### config.mk
export PLATFORM = sky130hd
export DESIGN_NAME = periph_timer
export DESIGN_NICKNAME = d
export VERILOG_FILES = /design/src/mm_ram_pkg.sv /design/src/periph_timer.sv
export VERILOG_INCLUDE_DIRS = /design/src /design/src/include
export SDC_FILE = /design/constraint.sdc
export NUM_CORES = 1
export LEC_CHECK = 0
export BUFFER_PORTS_ARGS = -buffer_cell sky130_fd_sc_hd__buf_2
export CAP_MARGIN = 20
export CORE_ASPECT_RATIO = 1.5
export CORE_MARGIN = 1.5
export CORE_UTILIZATION = 55
export CTS_CLUSTER_SIZE = 14
export DETAILED_ROUTE_END_ITERATION = 10
export MAX_ROUTING_LAYER = met4
export PLACE_DENSITY = 0.77
export SETUP_SLACK_MARGIN = 0.2
export SLEW_MARGIN = 40
export SYNTH_ARGS = -nofsm -noshare
export SYNTH_HDL_FRONTEND = slang
export SYNTH_SLANG_ARGS = --single-unit
### constraint.sdc
create_clock -name clk_i -period 3.3 [get_ports clk_i]
set_clock_uncertainty 0.2 [all_clocks]
set_input_delay 0.165 -clock clk_i [delete_from_list [all_inputs] [get_ports clk_i]]
set_output_delay 0.165 -clock clk_i [all_outputs]
set_load 0.1 [all_outputs]
### src/include/mm_ram_config.svh
// Memory map and sizing for the harness memory.
// RAM occupies byte addresses 0 .. 2**MM_RAM_ADDR_WIDTH-1.
// Peripheral addresses are matched exactly, so sub-word offsets are unmapped.

`ifndef MM_RAM_CONFIG_SVH
`define MM_RAM_CONFIG_SVH

// byte address width of the RAM region, 12 gives 4 KiB
`define MM_RAM_ADDR_WIDTH 12

// test status register, a write of the pass or fail code pulses a strobe
`define MM_STATUS_ADDR 32'h2000_0000

// exit register, a write pulses exit valid with the written value
`define MM_EXIT_ADDR 32'h2000_0004

// timer interrupt mask and countdown value
`define MM_TIMER_MASK_ADDR 32'h1500_0000
`define MM_TIMER_CNT_ADDR 32'h1500_0004

// status codes written by the test program
`define MM_PASS_VALUE 32'd123456789
`define MM_FAIL_VALUE 32'd1

// interrupt id of the timer, also the enable bit in the mask register
`define MM_TIMER_IRQ_ID 7

`endif

### src/mm_ram_pkg.sv
// Shared types for the harness memory.
// RAM word index width follows MM_RAM_ADDR_WIDTH from the config header.

`include "mm_ram_config.svh"

package mm_ram_pkg;

    // data and address words on the core ports
    typedef logic [31:0] word_t;

    // one enable bit per byte lane
    typedef logic [3:0] be_t;

    // word index into the RAM, byte offset dropped
    typedef logic [`MM_RAM_ADDR_WIDTH-3:0] ram_addr_t;

    // one requester's access toward the RAM
    typedef struct packed {
        logic      req;
        logic      we;
        be_t       be;
        ram_addr_t addr;
        word_t     wdata;
    } ram_req_t;

    // decoded write to one of the timer registers
    typedef struct packed {
        logic  mask_we;
        logic  cnt_we;
        word_t wdata;
    } timer_wr_t;

    // data port response state, tracks what was granted in the last cycle
    typedef enum logic [1:0] {
        RSP_IDLE,
        RSP_PERIPH_VALID,
        RSP_WAIT_RAM
    } rsp_state_e;

endpackage

### src/periph_timer.sv
// Down-counting timer with a 32-bit interrupt mask.
// The irq rises when the count steps from 1 to 0 and the timer mask bit is set.
// It stays high until acknowledged with the timer irq id.

`timescale 1ns/1ps

`include "mm_ram_config.svh"

module periph_timer import mm_ram_pkg::*; (
    input  logic       clk_i,
    input  logic       rst_ni,
    input  timer_wr_t  timer_wr_i,
    input  logic [4:0] irq_id_i,
    input  logic       irq_ack_i,
    output logic       irq_timer_o
);

    word_t mask_q;
    word_t cnt_q;
    logic  irq_q;
    logic  ack_hit;

    assign ack_hit = irq_ack_i && (irq_id_i == 5'(`MM_TIMER_IRQ_ID));

    always_ff @(posedge clk_i or negedge rst_ni) begin
        if (!rst_ni) begin
            mask_q <= '0;
            cnt_q  <= '0;
            irq_q  <= 1'b0;
        end else begin
            // a register write holds off counting for that cycle
            if (timer_wr_i.mask_we) begin
                mask_q <= timer_wr_i.wdata;
            end else if (timer_wr_i.cnt_we) begin
                cnt_q <= timer_wr_i.wdata;
            end else begin
                if (cnt_q != '0) begin
                    cnt_q <= cnt_q - 1'b1;
                end
                if (cnt_q == 32'd1 && mask_q[`MM_TIMER_IRQ_ID]) begin
                    irq_q <= 1'b1;
                end
            end

            // acknowledge beats a set in the same cycle
            if (ack_hit) begin
                irq_q <= 1'b0;
            end
        end
    end

    assign irq_timer_o = irq_q;

endmodule

==> reports/qor.txt <==
# clock sinks = 34
Slowest cell on crit path = a41o_2
Static leakage = 1.151 nW
Number of hold violations in the final report = 1
Synth Register Bits = 34
Initial antenna violation count = 0
Fin crit period = 2719 ps
Post-DRT Antenna Nets = 0
Top cells by area, synth = dfrtp_1 (37%), o21ai_0 (6.3%), nor2_1 (4.7%), a21oi_1 (3.5%), a22oi_1 (3.3%)
WP data required = 3290 ps
Max Root-Sink Buffers = 2
Drt via density = 6.458
Pwr Total = 1.155 mW
Floorplan row count = 28
Count of input and output buffers = 42
# H-tree levels = 2
Fin cells = 373
Crit path from = cnt_q[0]$_DFFE_PN0P_
Max Slew Vio Count = 0
Resized cells post-CTS = 0
Antenna diodes = 0
Synth Flop Type = dfrtp_1
Maximum vdd ir drop = 0.3628 mV
Share of flip-flops with an asynchronous set or reset = 1.000
Largest net degree at the start of global routing = 35
Yosys top cell area share = 0.3690
Die area = 0.004598 mm^2
CP Cell Sequence = inv_1, ha_1, or3b_2, nor2_2, a41o_2, a21oi_1, o22a_1
Clock latency on the worst-skew pair = 300 ps
Max_slew headroom = 0.5482
Routed vias = 2409
DRT iter0 DRCs = 149
Final number of setup-violating endpoints = 0
Tcrit/Tclk final = 0.8238
Internal = 769.4 uW
Min-Delay Path Class = in -> reg
Yosys warning count = 0
Synth Net Count = 312
Gr usage total = 0.2875
Initial core utilization = 0.5774
Run status = finished, violations left
Nets = 371
Worst reg2reg path depth = 7
Core ar. = 0.003994 mm^2
I/O pin cnt = 43
Flop pwr share = 0.472
Post-Route WL = 6201 um
Worst-path maximum fanout = 34
Most common cell in the netlist = dfrtp_1
Part of the power in the clock network = 0.289
CTS buffer count = 5
Top cells by count, synth = dfrtp_1 (34), nor2_1 (29), o21ai_0 (29)
Worst R2R Start = cnt_q[0]$_DFFE_PN0P_
R2R Setup Slk = 580 ps
Max-Cap Viols = 0
Pre-CTS WS = 623.5 ps
Peak Freq = 367.8 MHz
Cell taking the most area after synthesis = dfrtp_1
Die X = 55.87 um
Worst endpoint data arrival time = 2710 ps
Worst setup EP type = flop
Max incr delay on CP = 600 ps
CTS clk-pin slew, worst paths = 70 ps
First-pass GRT wire length = 10260 um
Critical R2R Capture = cnt_q[22]$_DFFE_PN0P_
Min Hold Slack = -5.306 ps
Total net switching power = 385.8 uW
Number of flops mapped to enable cells by yosys = 0
Unrepaired setup endpoints after global routing = false
DRT Pass-1 Iters = 5
Synthesis-to-layout area growth = 22.25%
Drc violations = 0
Worst-Margin Slew = 677.7 ps
Die Height = 82.30 um
Placed insts = 338
Post-Syn Area per Cell = 8.604 um^2
Critical Path Start Type = flop
Cells after Synth = 268
Detailed placer's ending HPWL = 4020 um
Avg WL per Cell = 16.62 um
CTS tree = yes
Gr ovfl total = 0
Number of global-route vias before repair = 2308
Failing checks = hold timing
Post-synth cell types = 63
Power share of the combinational group = 0.239
Critical path capture point = cnt_q[22]$_DFFE_PN0P_
Sequential share of the synthesized area = 0.3690
Layout cells sized above 1 = 0.2165
Cell Pwr Density = 409.8 mW/mm^2
Fin worst setup slack = 581.3 ps
Sw Share = 0.3340
Setup_tns = 0 ps
CTS root buf = clkbuf_8
Crit path kind = reg -> reg
Synth Cell Area = 0.002306 mm^2
GPL Wtd Cong = 0.8978
cell usage in the layout, fill, tap and decap left out, types with 4 or more instances in the layout:
cell type / count
buf_2: 41
dfrtp_1: 34
nor2_1: 29
o21ai_0: 29
dlygate4sd3_1: 27
a21oi_1: 16
nand2_1: 14
inv_1: 10
a22oi_1: 10
nor3_1: 8
o22ai_1: 7
a31oi_1: 7
nor4_1: 6
nand3_1: 6
clkbuf_8: 6
buf_4: 5
nor3_2: 4
nand4_1: 4
o21ai_1: 4
state kept, by name, summed over array words and instances, names as in the netlist:
name,cells
cnt_q,32
irq_timer_o,1
mask_q,1
critical path: cells and delay by family, from the launching register on:
kind | cells | cell delay [ps]
AOI/OAI and AO/OA | 3 | 890
adders and majority gates | 1 | 210
buffers and inverters | 1 | 110
and+or+nand+nor | 2 | 770
DFF | 1 | 420
layer usage:
| metal | up-vias | track usage | part of all wire |
|---|---|---|---|
| li1 | 1148 | - | - |
| met1 | 1153 | 0.3270 | 0.41 |
| met2 | 100 | 0.5321 | 0.52 |
| met3 | 8 | 0.03738 | 0.053 |
| met4 | 0 | 0.08571 | 0.012 |
| met5 | - | - | 0 |
cell families (layout without fill, tap and decap cells):
kind of cell	Yosys count	after routing	synth area share
AOI/OAI and AO/OA	104	104	0.2984
and+or+nand+nor	95	95	0.2350
DFF	34	34	0.3690
buffers and inverters	32	92	0.08193
adders and majority gates	2	2	0.01085
muxes	1	1	0.004883
how the worst min path moves through the flow:
stage	from	endpoint	depth (start not counted)
after floorplan	rst_ni	cnt_q[0]$_DFFE_PN0P_	0
after global placement	rst_ni	cnt_q[5]$_DFFE_PN0P_	1
after detailed placement	rst_ni	cnt_q[4]$_DFFE_PN0P_	1
after CTS	timer_wr_i[5]	cnt_q[5]$_DFFE_PN0P_	3
after global routing	timer_wr_i[2]	cnt_q[2]$_DFFE_PN0P_	3
final	timer_wr_i[5]	cnt_q[5]$_DFFE_PN0P_	3
power by group through the flow:
| stage | combinational (mW) | clock, mW | sequential [mW] |
|---|---|---|---|
| final | 0.276 | 0.334 | 0.546 |
| after global routing | 0.306 | 0.344 | 0.555 |
| after CTS | 0.273 | 0.333 | 0.544 |
| after detailed placement | 0.249 | 0 | 0.551 |
| after global placement | 0.244 | 0 | 0.549 |
| after floorplan | 0.203 | 0 | 0.529 |
area by class of cell:
type | count | area, um^2
multi-input combinational | 202 | 1266
fill | 342 | 1175
timing repair buffer | 73 | 513.0
sequential | 34 | 850.8
clock inverter | 1 | 5.005
inverter | 11 | 41.29
tap | 45 | 56.30
clock buffer | 7 | 86.33
through the flow:
step	hold slack, ps	utilization	instance area (um^2)
3_3_place_gp	93.96	0.6147	2455
5_1_grt	23.73	0.7058	2819
4_1_cts	4.145	0.7052	2816
6_report	-5.306	0.7058	2819
2_1_floorplan	-330.6	-	2306
3_5_place_dp	93.57	0.6147	2455
what timing repair did:
action,CTS,global route
setup endpoints to repair,0,0
hold buffers,27,0
buffers inserted,0,0
endpoints found under the hold margin,59,0
Note: power is estimated with default switching activity, not from simulation.
