<file path="config.mk">
export PLATFORM = sky130hd
export DESIGN_NAME = data_decoder
export DESIGN_NICKNAME = d
export VERILOG_FILES = /design/src/mm_ram_pkg.sv /design/src/data_decoder.sv
export VERILOG_INCLUDE_DIRS = /design/src /design/src/include
export SDC_FILE = /design/constraint.sdc
export NUM_CORES = 1
export LEC_CHECK = 0
export BUFFER_PORTS_ARGS = -buffer_cell sky130_fd_sc_hd__buf_2
export CELL_PAD_IN_SITES_DETAIL_PLACEMENT = 1
export CELL_PAD_IN_SITES_GLOBAL_PLACEMENT = 1
export CORE_MARGIN = 4
export CORE_UTILIZATION = 16
export CTS_BUF_LIST = sky130_fd_sc_hd__clkbuf_4 sky130_fd_sc_hd__clkbuf_8 sky130_fd_sc_hd__clkbuf_16
export DETAILED_ROUTE_END_ITERATION = 10
export PLACE_DENSITY_LB_ADDON = 0.1
export SLEW_MARGIN = 20
export SYNTH_ARGS = -nofsm -noshare
export SYNTH_HDL_FRONTEND = slang
export SYNTH_SLANG_ARGS = --single-unit
</file>
<file path="constraint.sdc">
create_clock -name clk_i -period 3.73 [get_ports clk_i]
set_clock_uncertainty 0.05 [all_clocks]
set_input_delay 0.5595 -clock clk_i [delete_from_list [all_inputs] [get_ports clk_i]]
set_output_delay 0.5595 -clock clk_i [all_outputs]
set_load 0.02 [all_outputs]
</file>
<file path="src/include/mm_ram_config.svh">
// Memory map and sizing for the harness memory.
// RAM occupies byte addresses 0 .. 2**MM_RAM_ADDR_WIDTH-1.
// Peripheral addresses are matched exactly, so sub-word offsets are unmapped.

`ifndef MM_RAM_CONFIG_SVH
`define MM_RAM_CONFIG_SVH

// byte address width of the RAM region, 12 gives 4 KiB
`define MM_RAM_ADDR_WIDTH 12

// test status register, a write of the pass or fail code pulses a strobe
`define MM_STATUS_ADDR 32'h2000_0000

// exit register, a write pulses exit valid with the written value
`define MM_EXIT_ADDR 32'h2000_0004

// timer interrupt mask and countdown value
`define MM_TIMER_MASK_ADDR 32'h1500_0000
`define MM_TIMER_CNT_ADDR 32'h1500_0004

// status codes written by the test program
`define MM_PASS_VALUE 32'd123456789
`define MM_FAIL_VALUE 32'd1

// interrupt id of the timer, also the enable bit in the mask register
`define MM_TIMER_IRQ_ID 7

`endif

</file>
<file path="src/mm_ram_pkg.sv">
// Shared types for the harness memory.
// RAM word index width follows MM_RAM_ADDR_WIDTH from the config header.

`include "mm_ram_config.svh"

package mm_ram_pkg;

    // data and address words on the core ports
    typedef logic [31:0] word_t;

    // one enable bit per byte lane
    typedef logic [3:0] be_t;

    // word index into the RAM, byte offset dropped
    typedef logic [`MM_RAM_ADDR_WIDTH-3:0] ram_addr_t;

    // one requester's access toward the RAM
    typedef struct packed {
        logic      req;
        logic      we;
        be_t       be;
        ram_addr_t addr;
        word_t     wdata;
    } ram_req_t;

    // decoded write to one of the timer registers
    typedef struct packed {
        logic  mask_we;
        logic  cnt_we;
        word_t wdata;
    } timer_wr_t;

    // data port response state, tracks what was granted in the last cycle
    typedef enum logic [1:0] {
        RSP_IDLE,
        RSP_PERIPH_VALID,
        RSP_WAIT_RAM
    } rsp_state_e;

endpackage

</file>
<file path="src/data_decoder.sv">
// Data port decoder, RAM region goes to the arbiter, the rest is local.
// Peripheral and unmapped accesses are granted at once and answer next cycle.
// Unmapped reads return zero, unmapped writes are dropped.

`timescale 1ns/1ps

`include "mm_ram_config.svh"

module data_decoder import mm_ram_pkg::*; (
    input  logic      clk_i,
    input  logic      rst_ni,

    input  logic      data_req_i,
    input  word_t     data_addr_i,
    input  logic      data_we_i,
    input  be_t       data_be_i,
    input  word_t     data_wdata_i,
    output logic      data_gnt_o,
    output logic      data_rvalid_o,
    output word_t     data_rdata_o,

    output ram_req_t  data_ram_req_o,
    input  logic      data_gnt_i,
    input  logic      data_rvalid_i,
    input  word_t     ram_rdata_i,

    output timer_wr_t timer_wr_o,
    output logic      tests_passed_o,
    output logic      tests_failed_o,
    output logic      exit_valid_o,
    output word_t     exit_value_o
);

    logic       is_ram;
    logic       status_wr;
    logic       exit_wr;
    rsp_state_e state_d;
    rsp_state_e state_q;

    // anything below 2**MM_RAM_ADDR_WIDTH is RAM
    assign is_ram = (data_addr_i[31:`MM_RAM_ADDR_WIDTH] == '0);

    assign status_wr = data_req_i && data_we_i && (data_addr_i == `MM_STATUS_ADDR);
    assign exit_wr   = data_req_i && data_we_i && (data_addr_i == `MM_EXIT_ADDR);

    assign data_ram_req_o = '{
        req:   data_req_i && is_ram,
        we:    data_we_i,
        be:    data_be_i,
        addr:  data_addr_i[`MM_RAM_ADDR_WIDTH-1:2],
        wdata: data_wdata_i
    };

    // local targets never stall, so their strobes coincide with the grant
    assign tests_passed_o = status_wr && (data_wdata_i == `MM_PASS_VALUE);
    assign tests_failed_o = status_wr && (data_wdata_i == `MM_FAIL_VALUE);
    assign exit_valid_o   = exit_wr;
    assign exit_value_o   = exit_wr ? data_wdata_i : '0;

    assign timer_wr_o = '{
        mask_we: data_req_i && data_we_i && (data_addr_i == `MM_TIMER_MASK_ADDR),
        cnt_we:  data_req_i && data_we_i && (data_addr_i == `MM_TIMER_CNT_ADDR),
        wdata:   data_wdata_i
    };

    // RAM requests wait for the arbiter, everything else is taken at once
    assign data_gnt_o = data_req_i && (is_ram ? data_gnt_i : 1'b1);

    // remember what kind of access was accepted this cycle
    always_comb begin
        state_d = RSP_IDLE;
        if (data_gnt_o) begin
            state_d = is_ram ? RSP_WAIT_RAM : RSP_PERIPH_VALID;
        end
    end

    always_ff @(posedge clk_i or negedge rst_ni) begin
        if (!rst_ni) begin
            state_q <= RSP_IDLE;
        end else begin
            state_q <= state_d;
        end
    end

    // the state doubles as the read select for the response cycle
    always_comb begin
        data_rvalid_o = 1'b0;
        data_rdata_o  = '0;
        unique case (state_q)
            RSP_PERIPH_VALID: begin
                data_rvalid_o = 1'b1;
            end
            RSP_WAIT_RAM: begin
                data_rvalid_o = data_rvalid_i;
                data_rdata_o  = ram_rdata_i;
            end
            default: begin
            end
        endcase
    end

endmodule

</file>
==> summary.md <==
| Metric | Value |
|---|---|
| Status | finished, final reports clean |
| Global-route wire length before repair | between 9 and 10 mm |
| CP max-delay cell | and4bb_2 |
| Placeable Area | 0.008382 mm² |
| Fin crit period | 2.981 ns |
| Mapped Area | 0.001410 mm² |
| CP Buf/Inv Count | 2 |
| Die area | 0.01038 mm² |
| Worst-path clk slew | around 0.03 ns |
| Vias | 1883 |
| Antenna-violating nets left | 0 |
| Top delay family on crit path | simple AND/OR/NAND/NOR gates |
| Total CTS buffers | 3 |
| Slew @ Worst Pin | 0.7784 ns |
| Die width | 101.9 µm |
| Synth Instances | 203 |
| Largest Register | state_q |
| CP startpoint | data_addr_i[21] |
| Hpwl dp | 6.265 mm |
| Max incr delay on CP | 0.57 ns |
| Max transition margin | 48.11% |
| Synth Warn # | 0 |
| Share of synthesized registers carrying an async set or reset | 100.0% |
| DRC | 0 |
| Unique masters post-synth | 24 |
| Max cap viols | 0 |
| Hold_buf cts | 0 |
| Pwr Total | 287.8 µW |
| Starting Density | between 10% and 20% |
| Synth area leader | buf_4 |
| Synth area leaders | buf_4, and2_1, nor4_1 |
| Gp weighted congestion | 0.7014 |
| Cts repair resizes | 0 |
| Most common cell on crit path | buf_2 |
| Worst EP arrival | between 2 and 2.5 ns |
| Starting DRT DRC Count | 18 |
| Depth of the CTS H-tree | 1 |
| Critical Path Start Type | input pin |
| Largest net degree at the start of global routing | 34 |
| Buffers on Ports | between 200 and 250 |
| Max Clock Freq | about 340 MHz |
| RSZ-0062 raised after global routing | no |
| Post-layout util | 26.33% |
| Nets | 479 |
| Syn_nets | approximately 310 |
| Setup_tns | 0 ns |
| Hold Crit Class | in2async |
| Leak | 0.001408 µW |
| DR vias/cell | 3.973 |
| Crit share post-route | around four fifths |
| Max-slew violation count | 0 |
| Clk buf depth | 2 |
| Mean Syn Cell Area | 6.946 µm² |
| Share of Yosys cell area claimed by the top area cell type | 42.06% |
| Clock sinks | 2 |
| Drt total wl | between 6 and 7 mm |
| All-Layer GR Usage | a little under an eighth |
| Post-synthesis sequential area ratio | around 3.5% |
| EDFF count, synth | 0 |
| Setup bufs post-CTS | 0 |
| Ant. Diodes | 0 |
| VDD IR max | approximately 0.059 mV |
| Root Buffer | clkbuf_8 |
| Synth Register Bits | 2 |
| Main flop type after synthesis | dfrtp_1 |
| Ports | 257 |
| Top-count cell post-synth | buf_4 |
| Critical path peak fanout | 33 |
| PwrDens | 130.4 mW/mm² |
| Die height | 101.9 µm |
| Synth cell count leaders | buf_4, and2_1, nor4_1, nand4_1, nor3_1 |
| Vias in the first global route | 1916 |
| CTS tree | done |
| Post-DP Area | 0.002166 mm² |
| Placement row count | 33 |
| DRT Pass-1 Iters | 3 |
| WP data required | 3.12 ns |
| Post-route cell area | 0.002207 mm² |
| Final hold viol count | 0 |
| # fillers | 1114 |
| Layout cells sized above 1 | roughly 70% |
| Critical path type | in2out |
| Crit-path cells | buf_2, nor4_1, and4_1, and4bb_2, and2_1, buf_2 |
| Wirelength per Cell | 14.52 µm |
| Initial antenna violation count | 0 |
| Grt total ovfl | 0 |
| Top flop regs | state_q: 2 flops |
| Endpoints failing setup | 0 |
| Crit end category | output port |
| Max reg flops | 2 |
| Area added between synthesis and finish | 56.52% |
[metrics by stage]
stage          hold WS (ns)  std cells  worst slack, ns
2_1_floorplan        0.2139        203           0.9804
3_3_place_gp         0.2956        471           0.6472
3_5_place_dp         0.2974        471           0.6397
4_1_cts             0.07562        474           0.6334
5_1_grt             0.07252        474           0.5432
6_report            0.07957        474           0.7490
[power breakdown]
group | switching, µW | total (µW) | internal, µW
Sequential | 0.314 | 22.8 | 22.4
Combinational | 108 | 180 | 71.7
Clock | 16.9 | 85.1 | 68.2
Total | 125 | 288 | 162
[cell usage in the layout (no fill, tap or decap), types with 3 or more instances in the layout]
cell type and count:
buf_2 248, and2_1 65, nor4_1 12, nand4_1 8, nor3_1 6, inv_1 3, or4_1 3, clkbuf_8 3
[layer usage]
metal / vias up / share of wire (%) / wire (µm) / GRT usage, %
li1: 927 / - / - / -
met1: 814 / 33 / 2252 / 11.81
met2: 140 / 53 / 3658 / 23.54
met3: 2 / 14 / 955 / 3.413
met4: 0 / 0.22 / 15 / 1.211
met5: - / 0 / 0 / 0
[final cells by class]
| cell class | instances | area (µm²) | share of cell area (%) |
|---|---|---|---|
| timing repair buffer | 248 | 1241 | 56.24 |
| multi-input combinational | 113 | 732.0 | 33.16 |
| tap | 105 | 131.4 | 5.952 |
| sequential | 2 | 50.05 | 2.268 |
| clock buffer | 3 | 41.29 | 1.871 |
| inverter | 3 | 11.26 | 0.5102 |
[path summary, 6_finish.rpt]
path	depth (start not counted)	end	slack (ns)
min in group clk_i	2	state_q[1]$_DFF_PN0_	0.58
setup / recovery	6	exit_value_o[21]	0.75
max in group asynchronous	1	state_q[0]$_DFF_PN0_	3.46
hold / removal	1	state_q[1]$_DFF_PN0_	0.08
[cells by family (layout without fill, tap and decap cells)]
| kind of cell | count (synthesis) | in the layout | synth area share [%] |
|---|---|---|---|
| AO/OA/AOI/OAI | 2 | 2 | 1.153 |
| adder cells (fa/ha/maj) | 2 | 2 | 1.774 |
| buffers and inverters | 88 | 254 | 44.54 |
| AND/OR/NAND/NOR | 109 | 109 | 48.98 |
| flip-flops | 2 | 2 | 3.549 |
Note: power is estimated with default switching activity, not from simulation.
