File: src/include/mm_ram_config.svh
// Memory map and sizing for the harness memory.
// RAM occupies byte addresses 0 .. 2**MM_RAM_ADDR_WIDTH-1.
// Peripheral addresses are matched exactly, so sub-word offsets are unmapped.

`ifndef MM_RAM_CONFIG_SVH
`define MM_RAM_CONFIG_SVH

// byte address width of the RAM region, 12 gives 4 KiB
`define MM_RAM_ADDR_WIDTH 12

// test status register, a write of the pass or fail code pulses a strobe
`define MM_STATUS_ADDR 32'h2000_0000

// exit register, a write pulses exit valid with the written value
`define MM_EXIT_ADDR 32'h2000_0004

// timer interrupt mask and countdown value
`define MM_TIMER_MASK_ADDR 32'h1500_0000
`define MM_TIMER_CNT_ADDR 32'h1500_0004

// status codes written by the test program
`define MM_PASS_VALUE 32'd123456789
`define MM_FAIL_VALUE 32'd1

// interrupt id of the timer, also the enable bit in the mask register
`define MM_TIMER_IRQ_ID 7

`endif

File: src/mm_ram_pkg.sv
// Shared types for the harness memory.
// RAM word index width follows MM_RAM_ADDR_WIDTH from the config header.

`include "mm_ram_config.svh"

package mm_ram_pkg;

    // data and address words on the core ports
    typedef logic [31:0] word_t;

    // one enable bit per byte lane
    typedef logic [3:0] be_t;

    // word index into the RAM, byte offset dropped
    typedef logic [`MM_RAM_ADDR_WIDTH-3:0] ram_addr_t;

    // one requester's access toward the RAM
    typedef struct packed {
        logic      req;
        logic      we;
        be_t       be;
        ram_addr_t addr;
        word_t     wdata;
    } ram_req_t;

    // decoded write to one of the timer registers
    typedef struct packed {
        logic  mask_we;
        logic  cnt_we;
        word_t wdata;
    } timer_wr_t;

    // data port response state, tracks what was granted in the last cycle
    typedef enum logic [1:0] {
        RSP_IDLE,
        RSP_PERIPH_VALID,
        RSP_WAIT_RAM
    } rsp_state_e;

endpackage

File: src/mem_arbiter.sv
// Fixed-priority arbiter in front of the single-port RAM.
// Data wins every conflict, a losing fetch just holds its request.
// Read valid follows each grant by exactly one cycle.

`timescale 1ns/1ps

module mem_arbiter import mm_ram_pkg::*; (
    input  logic     clk_i,
    input  logic     rst_ni,

    input  ram_req_t instr_req_i,
    input  ram_req_t data_req_i,
    output logic     instr_gnt_o,
    output logic     data_gnt_o,
    output logic     instr_rvalid_o,
    output logic     data_rvalid_o,

    output ram_req_t ram_req_o,
    input  word_t    ram_rdata_i,
    output word_t    ram_rdata_o
);

    logic instr_rvalid_q;
    logic data_rvalid_q;

    // data port has priority
    assign data_gnt_o  = data_req_i.req;
    assign instr_gnt_o = instr_req_i.req && !data_req_i.req;

    // route the winner to the RAM, an idle instr request carries req low
    always_comb begin
        if (data_req_i.req) begin
            ram_req_o = data_req_i;
        end else begin
            ram_req_o = instr_req_i;
        end
    end

    // note which port owns next cycle's read data
    always_ff @(posedge clk_i or negedge rst_ni) begin
        if (!rst_ni) begin
            instr_rvalid_q <= 1'b0;
            data_rvalid_q  <= 1'b0;
        end else begin
            instr_rvalid_q <= instr_gnt_o;
            data_rvalid_q  <= data_gnt_o;
        end
    end

    assign instr_rvalid_o = instr_rvalid_q;
    assign data_rvalid_o  = data_rvalid_q;

    // one read bus for both ports, the rvalids tell them apart
    assign ram_rdata_o = ram_rdata_i;

endmodule

File: config.mk
export PLATFORM = sky130hd
export DESIGN_NAME = mem_arbiter
export DESIGN_NICKNAME = d
export VERILOG_FILES = /design/src/mm_ram_pkg.sv /design/src/mem_arbiter.sv
export VERILOG_INCLUDE_DIRS = /design/src /design/src/include
export SDC_FILE = /design/constraint.sdc
export NUM_CORES = 1
export LEC_CHECK = 0
export BUFFER_PORTS_ARGS = -buffer_cell sky130_fd_sc_hd__buf_2
export CAP_MARGIN = 10
export CORE_AREA = 8 8 76 78
export CTS_BUF_LIST = sky130_fd_sc_hd__clkbuf_4 sky130_fd_sc_hd__clkbuf_8 sky130_fd_sc_hd__clkbuf_16
export CTS_CLUSTER_DIAMETER = 60
export DETAILED_ROUTE_END_ITERATION = 8
export DIE_AREA = 0 0 84 86
export PLACE_DENSITY = 0.77
export SLEW_MARGIN = 20
export SYNTH_ARGS = -nofsm -noshare
export SYNTH_HDL_FRONTEND = slang
export SYNTH_SLANG_ARGS = --single-unit
export TNS_END_PERCENT = 5
File: constraint.sdc
create_clock -name clk_i -period 0.9 [get_ports clk_i]
set_input_delay 0.09 -clock clk_i [delete_from_list [all_inputs] [get_ports clk_i]]
set_output_delay 0.09 -clock clk_i [all_outputs]
set_load 0.05 [all_outputs]
==> results.md <==
Outcome:
- The flow ran to the end, but the final reports show violations.
- The final reports fail on negative setup slack.

Critical path:
- The largest individual stage delay along the critical path comes from the cell sky130_fd_sc_hd__mux2_4.
- The critical path buffer and inverter count is 3.
- On the worst path, the slowest cell contributes a delay of roughly 0.31 ns.
- The critical path start-end classification is input port to primary output.
- The largest fanout of any net on the critical path is 5.
- The data arrival at the endpoint of the critical path is 0.87 ns.
- The critical path goes through clkbuf_16 > clkbuf_16 > mux2_4 > buf_8.
- The type of element launching the critical path is an input port.
- The most numerous cell type found on the critical path is sky130_fd_sc_hd__clkbuf_16.
- The worst setup path is captured at a primary output.
- The kind of cell with the highest combined delay on the critical path is buffers and inverters.
- Data on the critical path is required at its endpoint by 0.81 ns.

Cells and area:
- At the end of the flow, the number of nets in the layout was 348.
- The area of the multi-input gates is 620.6 µm².
- In the final layout, the share of cells above drive strength 1 is 0.9815.
- Across the whole layout, storage elements account for about 50 µm².
- 0 antenna diodes ended up in the layout.
- The fill cell total of the finished layout is 430.
- The final non-filler cell area is between 0.002 and 0.0025 mm².
- The layout overhead on the synthesized area is 136.7%.

Detailed routing:
- The detailed-routed wire length on met3 is 496 µm.
- The routed design uses 2888 µm of met2 wire.
- The uppermost layer routed is met4.
- The antenna violation net count after detailed routing is 0.
- The wire length per cell is 18.85 µm.
- The number of vias per cell after detailed routing is 4.326.
- After the first detailed-routing iteration, the DRC count stood at 10.
- The first detailed-routing pass took 3 iterations.
- The via count is 1168.
- For this run, design rule violations remaining after detail routing come to 0.
- The final wirelength is 5090 µm.
- The post-route met1 wirelength is 1677 µm.

Clock network:
- TritonCTS built the clock tree.
- The number of buffers on the longest clock path is 2.
- The clock drives 2 sinks.
- The number of buffers created by CTS is 3.
- The root buffer selected by CTS is sky130_fd_sc_hd__clkbuf_8.
- CTS built an H-tree with a depth of 1.
- After clock tree synthesis, the clock-pin slew on the worst setup and hold paths is 0.03 ns.

Placed design:
- During placement, the flow inserted port buffers numbering 149.
- Routability-driven placement finished with a final weighted congestion of 0.7051.
- The worst setup slack after placement is -0.2194 ns.
- The half-perimeter wire length after detailed placement is 3541 µm.
- The standard cell area after detailed placement is 0.001498 mm².

Die:
- For this configuration, the core starts out at a cell density of 0.1989.
- The floorplan core area is 0.004598 mm².
- The floorplan step set the die height to 86 µm.
- The floorplan step set the die width to 84 µm.
- The die covers roughly 0.0072 mm².
- The site row count is 25.
- The number of top-level design ports is ~210.

Global routing:
- Entering global routing, the biggest net connects 12 pins.
- The via count of the first global-routing pass was 1432.
- The initial antenna violation count is 0.
- The total overflow left after global routing is 0.
- In the global route stage, overall resource usage came out at 0.1217.
- The wire length of the first global-routing pass is 7272 µm.

Power:
- The total power per unit cell area is 1019 mW/mm².
- The cell leakage power is 1.164 nW.
- IR analysis of the VDD net gives a maximum drop of 0.4751 mV.
- The design draws 2.205 mW.

Synth:
- By area the synthesized netlist is led by sky130_fd_sc_hd__mux2_2 (48%), sky130_fd_sc_hd__buf_4 (30%), sky130_fd_sc_hd__mux2_4 (13%), sky130_fd_sc_hd__dfrtp_1 (5.5%), sky130_fd_sc_hd__buf_6 (2.5%).
- The number of enable-type register cells in the synthesized netlist is 0.
- The synthesized area per cell is 10.28 µm².
- In this run the cell area of the synthesized design comes to 914.6 µm².
- The gate count of the mapped netlist is 89.
- In the post-synthesis netlist, the cell with the most instances is sky130_fd_sc_hd__mux2_2.
- The top cell type by total area after synthesis is sky130_fd_sc_hd__mux2_2.
- Among all flip-flop cells after synthesis, the most frequent one is sky130_fd_sc_hd__dfrtp_1.
- The area share of the largest cell type after synthesis is 0.4802.
- The async set-reset flop share out of synthesis is 1.000.
- The count of yosys warnings during synthesis is 0.
- The synthesized net count is 219.
- The flop and latch count out of synthesis is 2.
- By count the netlist is led by sky130_fd_sc_hd__mux2_2 (39), sky130_fd_sc_hd__buf_4 (36), sky130_fd_sc_hd__mux2_4 (8).
- The unique cell type count in the Yosys netlist is 7.
- The share of the Yosys chip area taken by registers is 0.05472.

STA:
- The timing-limited maximum frequency is 1.047 GHz.
- The final worst-path cycle share is 1.061.
- The tightest slew margin relative to the limit is 0.8294.
- In the post-route analysis, the smallest setup slack over all paths is -0.05521 ns.
- Setup repair after global routing could not meet its margin everywhere.
- The slew at the pin closest to its max-slew limit is 0.2577 ns.
- The worst hold margin is about 0.15 ns.
- Setup violations remaining at the end of the flow were counted as 46.
- The number of pins exceeding their max-slew limit in the final report is 0.
- The post-route minimum period is 0.9552 ns.
- The total negative slack for setup checks is -1.181 ns.
- The count of final hold-check violations is 0.

Flow run:
- The tool flagged a number of max-cap violations equal to 0.

Worst hold path:
- The path class of the lowest-slack min-delay path is input port to flip-flop.
routing by layer:
metal  up-vias  track usage
met1       542       0.1062
met3         4      0.05592
met5         -            0
li1        531            -
met2        91       0.2442
met4         0      0.02669
kinds of logic (layout without fill, tap and decap cells):
kind of cell | Yosys count | count (layout) | share of synthesized area
simple gates | 2 | 2 | 0.01369
flops | 2 | 2 | 0.05472
mux | 47 | 47 | 0.6115
buf+inv | 38 | 165 | 0.3201
path summary, 6_finish.rpt:
| check | from | endpoint | slack, ns | cells after the start |
|---|---|---|---|---|
| max in group asynchronous | rst_ni | instr_rvalid_o | 0.61 | 2 |
| min in group asynchronous | rst_ni | data_rvalid_o | 0.19 | 2 |
| worst max-delay path | data_req_i[47] | ram_req_o[14] | -0.06 | 4 |
| worst min-delay path | instr_req_i[47] | instr_rvalid_o | 0.15 | 2 |
state kept, by name, indices dropped and copies added (netlist names):
| register | count |
|---|---|
| data_rvalid_o | 1 |
| instr_rvalid_o | 1 |
through the flow:
stage	cells	util
2_1_floorplan	89	-
3_3_place_gp	258	0.3257
3_5_place_dp	258	0.3257
4_1_cts	266	0.4348
5_1_grt	270	0.4707
6_report	270	0.4707
power breakdown:
part	switching [mW]	internal, mW	total, mW
clock	0.0680	0.283	0.351
sequential	0.00102	0.0952	0.0962
combinational	0.942	0.817	1.76
what timing repair did:
action,CTS,global route
endpoints found under the setup margin,49,48
gates resized for setup,110,22
setup buffers,0,1
cloned,4,3
endpoints found under the hold margin,2,0
hold buffers,1,0
placed cells by master, fill, tap and decap left out:
cell                            synthesis  final
sky130_fd_sc_hd__buf_12                 0      2
sky130_fd_sc_hd__buf_16                 0      5
sky130_fd_sc_hd__buf_2                  0     99
sky130_fd_sc_hd__buf_4                 36      2
sky130_fd_sc_hd__buf_6                  2     37
sky130_fd_sc_hd__buf_8                  0     13
sky130_fd_sc_hd__clkbuf_16              0      3
sky130_fd_sc_hd__clkbuf_8               0      3
sky130_fd_sc_hd__dfrtp_1                2      2
sky130_fd_sc_hd__dlygate4sd3_1          0      1
sky130_fd_sc_hd__mux2_2                39     28
sky130_fd_sc_hd__mux2_4                 8     19
sky130_fd_sc_hd__nor2b_4                0      1
sky130_fd_sc_hd__or2_1                  1      1
layout make-up:
class,instances,area share
Tap cell,54,0.03121
Multi-Input combinational cell,49,0.2867
Clock buffer,3,0.01908
Timing Repair Buffer,162,0.6399
Sequential cell,2,0.02312
(Power assumes the default switching activity.)
